**config.mk**
```make
export PLATFORM = sky130hd
export DESIGN_NAME = rx_vote_top
export DESIGN_NICKNAME = d
export VERILOG_FILES = /design/src/hw/rx_vote_pkg.sv /design/src/hw/payload_if.sv /design/src/hw/frame_dispatcher.sv /design/src/hw/rx_vote_top.sv /design/src/hw/segment_voter.sv /design/src/hw/voter_bank.sv
export SDC_FILE = /design/constraint.sdc
export NUM_CORES = 1
export LEC_CHECK = 0
export ABC_CLOCK_PERIOD_IN_PS = 5700
export BUFFER_PORTS_ARGS = -buffer_cell sky130_fd_sc_hd__buf_2
export CAP_MARGIN = 10
export CORE_MARGIN = 2
export CORE_UTILIZATION = 61
export DETAILED_ROUTE_END_ITERATION = 6
export PLACE_DENSITY = 0.82
export SETUP_SLACK_MARGIN = 0.15
export SYNTH_ARGS = -nofsm -noshare
export SYNTH_HDL_FRONTEND = slang
export SYNTH_HIERARCHICAL = 1
export SYNTH_SLANG_ARGS = --single-unit
export TNS_END_PERCENT = 5
```
**constraint.sdc**
```tcl
create_clock -name rx_clk -period 5.7 [get_ports rx_clk]
set_clock_uncertainty 0.2 [all_clocks]
set_input_delay 1.14 -clock rx_clk [delete_from_list [all_inputs] [get_ports rx_clk]]
set_output_delay 1.14 -clock rx_clk [all_outputs]
set_load 0.02 [all_outputs]
```
**src/hw/rx_vote_pkg.sv**
```systemverilog
package rx_vote_pkg;

	// One byte of the receive stream.
	typedef logic [7:0] byte_t;

	// Segment number carried big-endian in the frame header.
	typedef logic [15:0] seg_t;

	// Dispatcher FSM.
	typedef enum logic [1:0] {
		IDLE,
		HEADER,
		PAYLOAD,
		DROP
	} disp_state_e;

	// Which copy of a segment the voter expects next.
	typedef enum logic [1:0] {
		COPY_A,
		COPY_B,
		COPY_VOTE
	} copy_e;

endpackage

```
**src/hw/payload_if.sv**
```systemverilog
`timescale 1ns/1ps

interface payload_if;
	import rx_vote_pkg::*;

	byte_t data;
	logic  valid;
	seg_t  segment;
	logic  frame_end;

	// Dispatcher side.
	modport src (
		output data,
		output valid,
		output segment,
		output frame_end
	);

	// Voter side.
	modport dst (
		input data,
		input valid,
		input segment,
		input frame_end
	);

endinterface

```
**src/hw/frame_dispatcher.sv**
```systemverilog
`timescale 1ns/1ps

module frame_dispatcher #(
	parameter int SEGMENT_NUM_MAX = 4,
	parameter int SEG_OFFSET = 2
) (
	input  logic               rx_clk,
	input  logic               rst,
	input  rx_vote_pkg::byte_t rx_data,
	input  logic               rx_enable,
	output logic               bad_segment,
	payload_if.src             pl
);
	import rx_vote_pkg::*;

	localparam int CNT_W = $clog2(SEG_OFFSET + 3);
	localparam logic [CNT_W-1:0] HI_POS = CNT_W'(SEG_OFFSET);
	localparam logic [CNT_W-1:0] LO_POS = CNT_W'(SEG_OFFSET + 1);
	localparam seg_t SEG_LIMIT = seg_t'(SEGMENT_NUM_MAX);

	disp_state_e      state;
	logic [CNT_W-1:0] cnt;
	byte_t            seg_hi;
	logic             in_header;
	logic             seg_ok;

	assign in_header = (state == IDLE) || (state == HEADER);
	assign seg_ok = pl.segment < SEG_LIMIT;

	// Byte position inside the header, frozen once the payload starts.
	always_ff @(posedge rx_clk) begin
		if (rst) begin
			cnt <= '0;
		end else if (!rx_enable) begin
			cnt <= '0;
		end else if (in_header) begin
			cnt <= cnt + 1'b1;
		end
	end

	always_ff @(posedge rx_clk) begin
		if (rx_enable && in_header && (cnt == HI_POS)) begin
			seg_hi <= rx_data;
		end
	end

	// Input register, doubles as the payload byte.
	always_ff @(posedge rx_clk) begin
		pl.data <= rx_data;
	end

	always_ff @(posedge rx_clk) begin
		if (rst) begin
			state       <= IDLE;
			pl.segment  <= '0;
			pl.valid    <= 1'b0;
			pl.frame_end <= 1'b0;
			bad_segment <= 1'b0;
		end else begin
			pl.valid     <= 1'b0;
			pl.frame_end <= 1'b0;
			bad_segment  <= 1'b0;
			case (state)
				IDLE, HEADER: begin
					if (!rx_enable) begin
						state <= IDLE;
					end else if (cnt == LO_POS) begin
						pl.segment <= {seg_hi, rx_data};
						state      <= PAYLOAD;
					end else begin
						state <= HEADER;
					end
				end
				PAYLOAD: begin
					// Range is checked on the first cycle the full number is known.
					if (!seg_ok) begin
						bad_segment <= 1'b1;
						state       <= rx_enable ? DROP : IDLE;
					end else if (rx_enable) begin
						pl.valid <= 1'b1;
					end else begin
						pl.frame_end <= 1'b1;
						state        <= IDLE;
					end
				end
				DROP: begin
					if (!rx_enable) begin
						state <= IDLE;
					end
				end
				default: state <= IDLE;
			endcase
		end
	end

endmodule

```
**src/hw/rx_vote_top.sv**
```systemverilog
`timescale 1ns/1ps

module rx_vote_top #(
	parameter int SEGMENT_NUM_MAX = 4,
	parameter int SEG_OFFSET = 2,
	parameter int MAX_PAYLOAD = 16
) (
	input  logic               rx_clk,
	input  logic               rst,
	input  rx_vote_pkg::byte_t rx_data,
	input  logic               rx_enable,
	output logic               en_out,
	output rx_vote_pkg::byte_t data_out,
	output logic               loss_detected,
	output logic               bad_segment
);

	// Routed payload from dispatcher to voters.
	payload_if pl ();

	frame_dispatcher #(
		.SEGMENT_NUM_MAX (SEGMENT_NUM_MAX),
		.SEG_OFFSET      (SEG_OFFSET)
	) u_dispatcher (
		.rx_clk      (rx_clk),
		.rst         (rst),
		.rx_data     (rx_data),
		.rx_enable   (rx_enable),
		.bad_segment (bad_segment),
		.pl          (pl.src)
	);

	voter_bank #(
		.SEGMENT_NUM_MAX (SEGMENT_NUM_MAX),
		.MAX_PAYLOAD     (MAX_PAYLOAD)
	) u_bank (
		.rx_clk        (rx_clk),
		.rst           (rst),
		.pl            (pl.dst),
		.en_out        (en_out),
		.data_out      (data_out),
		.loss_detected (loss_detected)
	);

endmodule

```
**src/hw/segment_voter.sv**
```systemverilog
`timescale 1ns/1ps

module segment_voter #(
	parameter int SEG_INDEX = 0,
	parameter int MAX_PAYLOAD = 16
) (
	input  logic               rx_clk,
	input  logic               rst,
	payload_if.dst             pl,
	output rx_vote_pkg::byte_t vote_data,
	output logic               vote_en,
	output logic               loss
);
	import rx_vote_pkg::*;

	// Length counts saturate one past the buffer size to flag overlong copies.
	localparam int LEN_W = $clog2(MAX_PAYLOAD + 2);
	localparam int IDX_W = (MAX_PAYLOAD > 1) ? $clog2(MAX_PAYLOAD) : 1;
	localparam logic [LEN_W-1:0] LEN_MAX = LEN_W'(MAX_PAYLOAD);
	localparam logic [LEN_W-1:0] LEN_OVER = LEN_W'(MAX_PAYLOAD + 1);
	localparam seg_t MY_SEG = seg_t'(SEG_INDEX);

	byte_t            buf_a [MAX_PAYLOAD];
	byte_t            buf_b [MAX_PAYLOAD];
	copy_e            copy;
	logic [LEN_W-1:0] pos;
	logic [LEN_W-1:0] len_a;
	logic [LEN_W-1:0] len_b;
	logic [LEN_W-1:0] len_c;
	logic             check_pending;
	logic             mine;
	logic             take;
	logic             in_range;
	logic             last_copy;
	logic [IDX_W-1:0] idx;
	byte_t            a_byte;
	byte_t            b_byte;

	assign mine = pl.segment == MY_SEG;
	assign take = pl.valid && mine;
	assign in_range = pos < LEN_MAX;
	assign last_copy = copy == COPY_VOTE;
	assign idx = pos[IDX_W-1:0];
	assign a_byte = buf_a[idx];
	assign b_byte = buf_b[idx];

	always_ff @(posedge rx_clk) begin
		if (take && in_range) begin
			if (copy == COPY_A) begin
				buf_a[idx] <= pl.data;
			end
			if (copy == COPY_B) begin
				buf_b[idx] <= pl.data;
			end
		end
	end

	// Bitwise 2-of-3 majority.
	always_ff @(posedge rx_clk) begin
		if (take && last_copy) begin
			vote_data <= (a_byte & b_byte) | (a_byte & pl.data) | (b_byte & pl.data);
		end
	end

	always_ff @(posedge rx_clk) begin
		if (pl.frame_end && mine && last_copy) begin
			len_c <= pos;
		end
	end

	always_ff @(posedge rx_clk) begin
		if (rst) begin
			copy          <= COPY_A;
			pos           <= '0;
			len_a         <= '0;
			len_b         <= '0;
			check_pending <= 1'b0;
			vote_en       <= 1'b0;
			loss          <= 1'b0;
		end else begin
			vote_en       <= take && in_range && last_copy;
			check_pending <= 1'b0;
			// Lengths are compared the cycle after the third copy closes.
			loss <= check_pending &&
				((len_a != len_c) || (len_b != len_c) || (len_c == LEN_OVER));
			if (pl.frame_end && mine) begin
				pos <= '0;
				case (copy)
					COPY_A: begin
						len_a <= pos;
						copy  <= COPY_B;
					end
					COPY_B: begin
						len_b <= pos;
						copy  <= COPY_VOTE;
					end
					COPY_VOTE: begin
						check_pending <= 1'b1;
						copy          <= COPY_A;
					end
					default: copy <= COPY_A;
				endcase
			end else if (take && (pos != LEN_OVER)) begin
				pos <= pos + 1'b1;
			end
		end
	end

endmodule

```
**src/hw/voter_bank.sv**
```systemverilog
`timescale 1ns/1ps

module voter_bank #(
	parameter int SEGMENT_NUM_MAX = 4,
	parameter int MAX_PAYLOAD = 16
) (
	input  logic               rx_clk,
	input  logic               rst,
	payload_if.dst             pl,
	output logic               en_out,
	output rx_vote_pkg::byte_t data_out,
	output logic               loss_detected
);
	import rx_vote_pkg::*;

	byte_t                      seg_data [SEGMENT_NUM_MAX];
	logic [SEGMENT_NUM_MAX-1:0] seg_en;
	logic [SEGMENT_NUM_MAX-1:0] seg_loss;
	byte_t                      merged_data;

	generate
		for (genvar i = 0; i < SEGMENT_NUM_MAX; i++) begin : g_voter
			segment_voter #(
				.SEG_INDEX   (i),
				.MAX_PAYLOAD (MAX_PAYLOAD)
			) u_voter (
				.rx_clk    (rx_clk),
				.rst       (rst),
				.pl        (pl),
				.vote_data (seg_data[i]),
				.vote_en   (seg_en[i]),
				.loss      (seg_loss[i])
			);
		end
	endgenerate

	// At most one voter emits at a time, so an OR of gated bytes is enough.
	always_comb begin
		merged_data = '0;
		for (int i = 0; i < SEGMENT_NUM_MAX; i++) begin
			merged_data = merged_data | (seg_data[i] & {8{seg_en[i]}});
		end
	end

	always_ff @(posedge rx_clk) begin
		data_out <= merged_data;
	end

	always_ff @(posedge rx_clk) begin
		if (rst) begin
			en_out        <= 1'b0;
			loss_detected <= 1'b0;
		end else begin
			en_out        <= |seg_en;
			loss_detected <= |seg_loss;
		end
	end

endmodule

```
* Word level (Yosys, flattened, before mapping)
Memories as Yosys holds them, arrays and structs flattened. A register that Yosys moved wholly into a read port is not among the register bits. Index checks and enable logic that the tools add are counted.
Storage, ports and cells: register bits 182, bits in latches 0, bits in writable memories 1024, memory bits (read-only) 0, output and inout port bits 11, logic and storage cells 260, memories kept 8
Memories:
- u_bank.g_voter[0].u_voter.buf_a | depth 16, bits a word 8, read ports 1, clocked after memory_dff 1, write ports 1, RTL line segment_voter.sv:23 | byte_t buf_a [MAX_PAYLOAD];
- u_bank.g_voter[0].u_voter.buf_b | depth 16, bits a word 8, read ports 1, clocked after memory_dff 1, write ports 1, RTL line segment_voter.sv:24 | byte_t buf_b [MAX_PAYLOAD];
- u_bank.g_voter[1].u_voter.buf_a | depth 16, bits a word 8, read ports 1, clocked after memory_dff 1, write ports 1, RTL line segment_voter.sv:23
- u_bank.g_voter[1].u_voter.buf_b | depth 16, bits a word 8, read ports 1, clocked after memory_dff 1, write ports 1, RTL line segment_voter.sv:24
- u_bank.g_voter[2].u_voter.buf_a | depth 16, bits a word 8, read ports 1, clocked after memory_dff 1, write ports 1, RTL line segment_voter.sv:23
- u_bank.g_voter[2].u_voter.buf_b | depth 16, bits a word 8, read ports 1, clocked after memory_dff 1, write ports 1, RTL line segment_voter.sv:24
- 2 more memories
Cells by class: add/sub/neg operators 5, $mul 0, div/mod/pow operators 0, order comparisons 5, equal/unequal tests 32, shift-type cells 0, multiplexer cells 57, bitwise logic cells 34, reduce and logical (&&, ||, !) cells 72
Operators by type and width (count):
- $and A8 B8 Y8 | 16
- $or A8 B8 Y8 | 11
- $mux W4 | 16
- $ne A5 B5 Y1 | 8
- $logic_and A1 B1 Y1 | 34
- $eq A16 B2 Y1 const B | 2
- $mux W1 | 31
- $reduce_or A2 Y1 | 11
- $add A5 B1 Y5 const B | 4
- $eq A5 B5 Y1 const B | 4
- $lt A5 B5 Y1 const B | 4
- $ne A5 B5 Y1 const B | 4
- $eq A16 B1 Y1 const B | 1
- $logic_not A16 Y1 | 1
- $lt A16 B3 Y1 const B | 1
- $pmux W2 S2 | 4
- $reduce_and A2 Y1 | 8
- $eq A2 B2 Y1 const B | 6
- $eq A2 B1 Y1 const B | 5
- $logic_not A2 Y1 | 5
- $mux W2 | 5
- $logic_or A1 B1 Y1 | 9
- $reduce_or A4 Y1 | 2
- $not A1 Y1 | 7
- other kinds (5) | 6

* Depth between registers and ports, before layout
depth after elaboration 5, mapped depth 7, depth with buffers taken out 6

* By module
The synthesis kept the hierarchy.
Modules (own cells, without submodules):
- segment_voter at u_bank.g_voter[2].u_voter | instances 1, cells each 601, area each 11685.0 um^2, seq. area each 8558.2 um^2
- segment_voter at u_bank.g_voter[0].u_voter | instances 1, cells each 601, area each 11651.2 um^2, seq. area each 8558.2 um^2
- segment_voter at u_bank.g_voter[1].u_voter | instances 1, cells each 611, area each 11566.1 um^2, seq. area each 8558.2 um^2
- segment_voter at u_bank.g_voter[3].u_voter | instances 1, cells each 605, area each 11413.4 um^2, seq. area each 8558.2 um^2
- frame_dispatcher | instances 1, cells each 125, area each 1388.8 um^2, seq. area each 880.8 um^2
- voter_bank | instances 1, cells each 42, area each 405.4 um^2, seq. area each 200.2 um^2

* Worst setup path after synthesis
OpenSTA, ideal clock, no wires.
kind reg2reg, from register u_dispatcher.pl.segment[0], to memory u_bank/g_voter[3].u_voter/buf_a[15][0] (netlist name) (enable), data arrival time 2.168 ns, required time 5.105 ns, path slack 2.937 ns, cell stages (with the launch flop) 4, buffers on the path 0, clock period less this slack 2.763 ns, path through dfxtp_1 -> nor4bb_1 -> nand4_1 -> nor4_1
On the way: cells in the longest elaborated chain, start to end 5
RTL lines:
- start, declared | RTL line payload_if.sv:15 | output segment,
- start signal, assigned | RTL line frame_dispatcher.sv:68 | pl.segment <= {seg_hi, rx_data};
- $eq A16 B2 Y1 | RTL line segment_voter.sv:39 | assign mine = pl.segment == MY_SEG;
- $logic_and A1 B1 Y1 | RTL line segment_voter.sv:40 | assign take = pl.valid && mine;
- $logic_and A1 B1 Y1 | RTL line segment_voter.sv:48 | if (take && in_range) begin
- $mux W1 | RTL line segment_voter.sv:48
- $mux W1 (implied by the code) | RTL line segment_voter.sv:50 | buf_a[idx] <= pl.data;
- end, declared | RTL line segment_voter.sv:23
No other way between the ends.

* Worst setup path in the final report
from register u_dispatcher.pl.segment[2], to memory u_bank/g_voter[0].u_voter/buf_b[4][3] (netlist name) (enable)
On the way: cells in the longest elaborated chain, start to end 5
RTL lines:
- $logic_not A16 Y1 | RTL line segment_voter.sv:39
- $logic_and A1 B1 Y1 | RTL line segment_voter.sv:40
- $logic_and A1 B1 Y1 | RTL line segment_voter.sv:48
- $mux W1 | RTL line segment_voter.sv:48
- $mux W1 (implied by the code) | RTL line segment_voter.sv:53 | buf_b[idx] <= pl.data;
- end, declared | RTL line segment_voter.sv:24
No other way between the ends.

==> run metrics <==
final setup fails=0; GR Util met1=37.8%; Top FF cell, synth=edfxtp_1; routed via count=26000; relative slew slack=30.6%; cells on worst reg2reg path=4; Total Routed Length=108000 µm; Yosys Warn Count=6; RSZ-0062 raised after global routing=no; core area=77700 µm²; WHS Endpoint=u_bank/g_voter[3].u_voter/loss$_SDFF_PP0_; reg2reg start=u_dispatcher/pl.segment[2]$_SDFFE_PP0P_; first-pass GRT wire length=164000 µm; met3 Usage GRT=5.83%; Mapped Area=48100 µm²; global routing usage on met2=42.7%; fraction of registers with async set/reset=0%; Die Wd=285 µm; Hold Path Origin=u_bank/g_voter[3].u_voter/check_pending$_SDFF_PP0_; vias in the first global route=25800; Cells after Synth=2585; Pleak=16.2 nW; via/cell ratio=6.91; Die Y=285 µm; R2R Path End=u_bank/g_voter[0].u_voter/buf_b[4][3]$_DFFE_PP_; TNS Setup=0 ns; Overall Global Routing Usage=26.9%; Core Util, Final=67.9%; Hold Crit Class=reg -> reg; filler cell count in the final layout=4586; FMAX=0.272 GHz; H-tree levels=3; layout net count=2655; drt drc=0; CTS tree=done; first-pass detailed-route iteration total=6; Post-Synth Simple-Gate Area=5.93%; CTS Buffer Depth=3; Setup crit end kind=flip-flop; num ports=22; post-synthesis mux area share=14.2%; Power Total=0.0172 W; pwr dens=327 nW/µm²; number of hold buffers added after cts=0; CTS clk-pin slew, worst paths=0.06 ns; reg2reg setup slack=2.02 ns; outcome=completed; Worst EP arrival=3.80 ns; synth unique cells=60; initial antenna violation count=2; Worst Hold Path Cells=2; # rows=102; Yosys top cell area share=67.7%; Final min period=3.68 ns; First DRT Iteration DRCs=3563; Synth-to-Final Area Change=9.66%; Die Area=81100 µm²; wire per inst=28.8 µm; number of synthesized flops with an enable pin=1084; CP startpoint kind=flip-flop; Non-Filler Instances=3764; Post-CTS Setup Inserts=0; Tightest Pin Transition=1.03 ns; Inst Count DP=3547; Required @ worst endpoint=5.82 ns; max_cap viols=0; CTS Buf Count=114; port bufs=21; register area share after synthesis=73.4%; Avg Inst Size Synth=18.6 µm²; Final Hold Fails=0; Synth Net Count=2615; critical path type=reg -> reg; clock sink count=1222; share of cells above drive strength 1=22.9%; Post-CTS Resized=0; Starting Density=61.9%; Synth area leaders=edfxtp_1 (68%), mux4_2 (12%), dfxtp_1 (5.7%); diodes inserted=0; Post-DRT Antenna Nets=0; Synth Area in Compound Gates=4.22%; CTS Root Cell=clkbuf_16; worst slack at placement=2.11 ns; Max FO, Critical Path=15; count of pins over their slew limit=0; Post-Synth XOR/XNOR Area=0.0182%; peak supply drop=304 µV; Final HPWL DP=64000 µm; grt peak-use layer=met2; synthesis-stage register bit count=1222; largest family of logic cells by synthesized area=multiplexers; Post-Synth Adder-Cell Area=0.661%; grt total ovfl=0; GP Congestion=0.886; setup slack after layout=2.02 ns; cell taking the most area after synthesis=edfxtp_1; Final Cycle Share=64.6%; Worst-Skew Late Latency=0.68 ns; largest net degree at the start of global routing=86
worst max-delay path by stage:
stage                                                       end                                    start  slack [ns]  cells past startpoint
2_1_floorplan  u_bank/g_voter[3].u_voter/buf_a[15][0]$_DFFE_PP_  u_dispatcher/pl.segment[0]$_SDFFE_PP0P_        2.94                      3
3_3_place_gp   u_bank/g_voter[1].u_voter/vote_data[6]$_DFFE_PP_  u_dispatcher/pl.segment[2]$_SDFFE_PP0P_        2.09                      3
3_5_place_dp   u_bank/g_voter[3].u_voter/vote_data[7]$_DFFE_PP_  u_dispatcher/pl.segment[6]$_SDFFE_PP0P_        2.11                      3
4_1_cts        u_bank/g_voter[3].u_voter/vote_data[1]$_DFFE_PP_  u_dispatcher/pl.segment[6]$_SDFFE_PP0P_        2.07                      3
5_1_grt         u_bank/g_voter[0].u_voter/buf_b[0][4]$_DFFE_PP_  u_dispatcher/pl.segment[6]$_SDFFE_PP0P_        1.91                      4
6_report        u_bank/g_voter[0].u_voter/buf_b[4][3]$_DFFE_PP_  u_dispatcher/pl.segment[2]$_SDFFE_PP0P_        2.02                      4
report_power, final:
part	switching [W]	internal, W
registers	0.0000621	0.00973
logic	0.000113	0.0000244
clock network	0.00322	0.00410
total	0.00339	0.0139
sequential cells by signal, indices dropped and copies added (netlist names), named ones only:
signal	flops
u_bank/data_out	8
u_bank/en_out	1
u_bank/g_voter.u_voter/buf_a	512
u_bank/g_voter.u_voter/buf_b	512
u_bank/g_voter.u_voter/check_pending	4
u_bank/g_voter.u_voter/copy	8
u_bank/g_voter.u_voter/len_a	20
u_bank/g_voter.u_voter/len_b	20
u_bank/g_voter.u_voter/len_c	20
u_bank/g_voter.u_voter/loss	4
u_bank/g_voter.u_voter/pos	20
u_bank/g_voter.u_voter/vote_data	32
u_bank/g_voter.u_voter/vote_en	4
u_bank/loss_detected	1
u_dispatcher/bad_segment	1
u_dispatcher/cnt	3
u_dispatcher/pl.data	8
u_dispatcher/pl.frame_end	1
u_dispatcher/pl.segment	16
u_dispatcher/pl.valid	1
u_dispatcher/seg_hi	8
u_dispatcher/state	2
cells in the final DEF (no fill, tap or decap), drive strengths merged, types with 32 or more instances in the layout:
master  instances
a21oi         150
a22oi          48
and3           86
buf            52
clkbuf        155
clkinv         48
dfxtp         138
edfxtp       1084
mux2           96
mux4          256
nand2          72
nand3          78
nor2           95
nor4           32
o21ai          74
synthesized netlist by cell type, drive strengths merged, types with 10 or more instances:
| cell | count |
|---|---|
| or4 | 14 |
| and2 | 10 |
| ha | 19 |
| nor2b | 17 |
| inv | 16 |
| dfxtp | 138 |
| edfxtp | 1084 |
| nand2b | 13 |
| a21oi | 150 |
| mux4 | 256 |
| and3 | 86 |
| nor2 | 95 |
| mux2 | 96 |
| nand4 | 18 |
| nand2 | 72 |
| nand3 | 78 |
| o21ai | 74 |
| a22oi | 48 |
| clkbuf | 59 |
| o32ai | 24 |
| o31ai | 20 |
| nor4 | 32 |
| nor3 | 29 |
| buf | 71 |
| or3 | 12 |
per-layer routing:
| metal | up-vias | share of wire, % |
|---|---|---|
| met5 | - | 0.012 |
| met4 | 2 | 3.4 |
| met3 | 273 | 11 |
| met2 | 1767 | 48 |
| met1 | 13300 | 38 |
| li1 | 10700 | - |
metrics by stage:
step	cell area, µm²	hold WS, ns
after global placement	49100	0.226
after global routing	52800	0.261
after CTS	52700	0.244
after floorplan	48100	0.206
after detailed placement	49200	0.230
final	52800	0.246
cell type report:
type / count / area [µm²] / share of cell area, %
clock buffer: 153 / 3070 / 5.82
clock inverter: 62 / 523 / 0.991
multi-input combinational: 1217 / 12100 / 22.9
sequential: 1222 / 35400 / 67.0
inverter: 16 / 60.1 / 0.114
tap: 1040 / 1300 / 2.47
timing repair buffer: 54 / 363 / 0.688
critical path, cell delays in order (launching register included):
cell,delay (ns)
dfxtp_1,0.38
nor4_2,0.66
nand4_1,0.54
nor3_2,0.94
and3_1,0.62
kinds of logic after synthesis:
logic type,Yosys count
and+or+nand+nor,501
buffers and inverters,146
muxes,352
AOI/OAI and AO/OA,336
xor gates and xnor gates,1
adders and majority gates,27
DFF,1222
No activity file was read; power rests on OpenSTA's default activity.
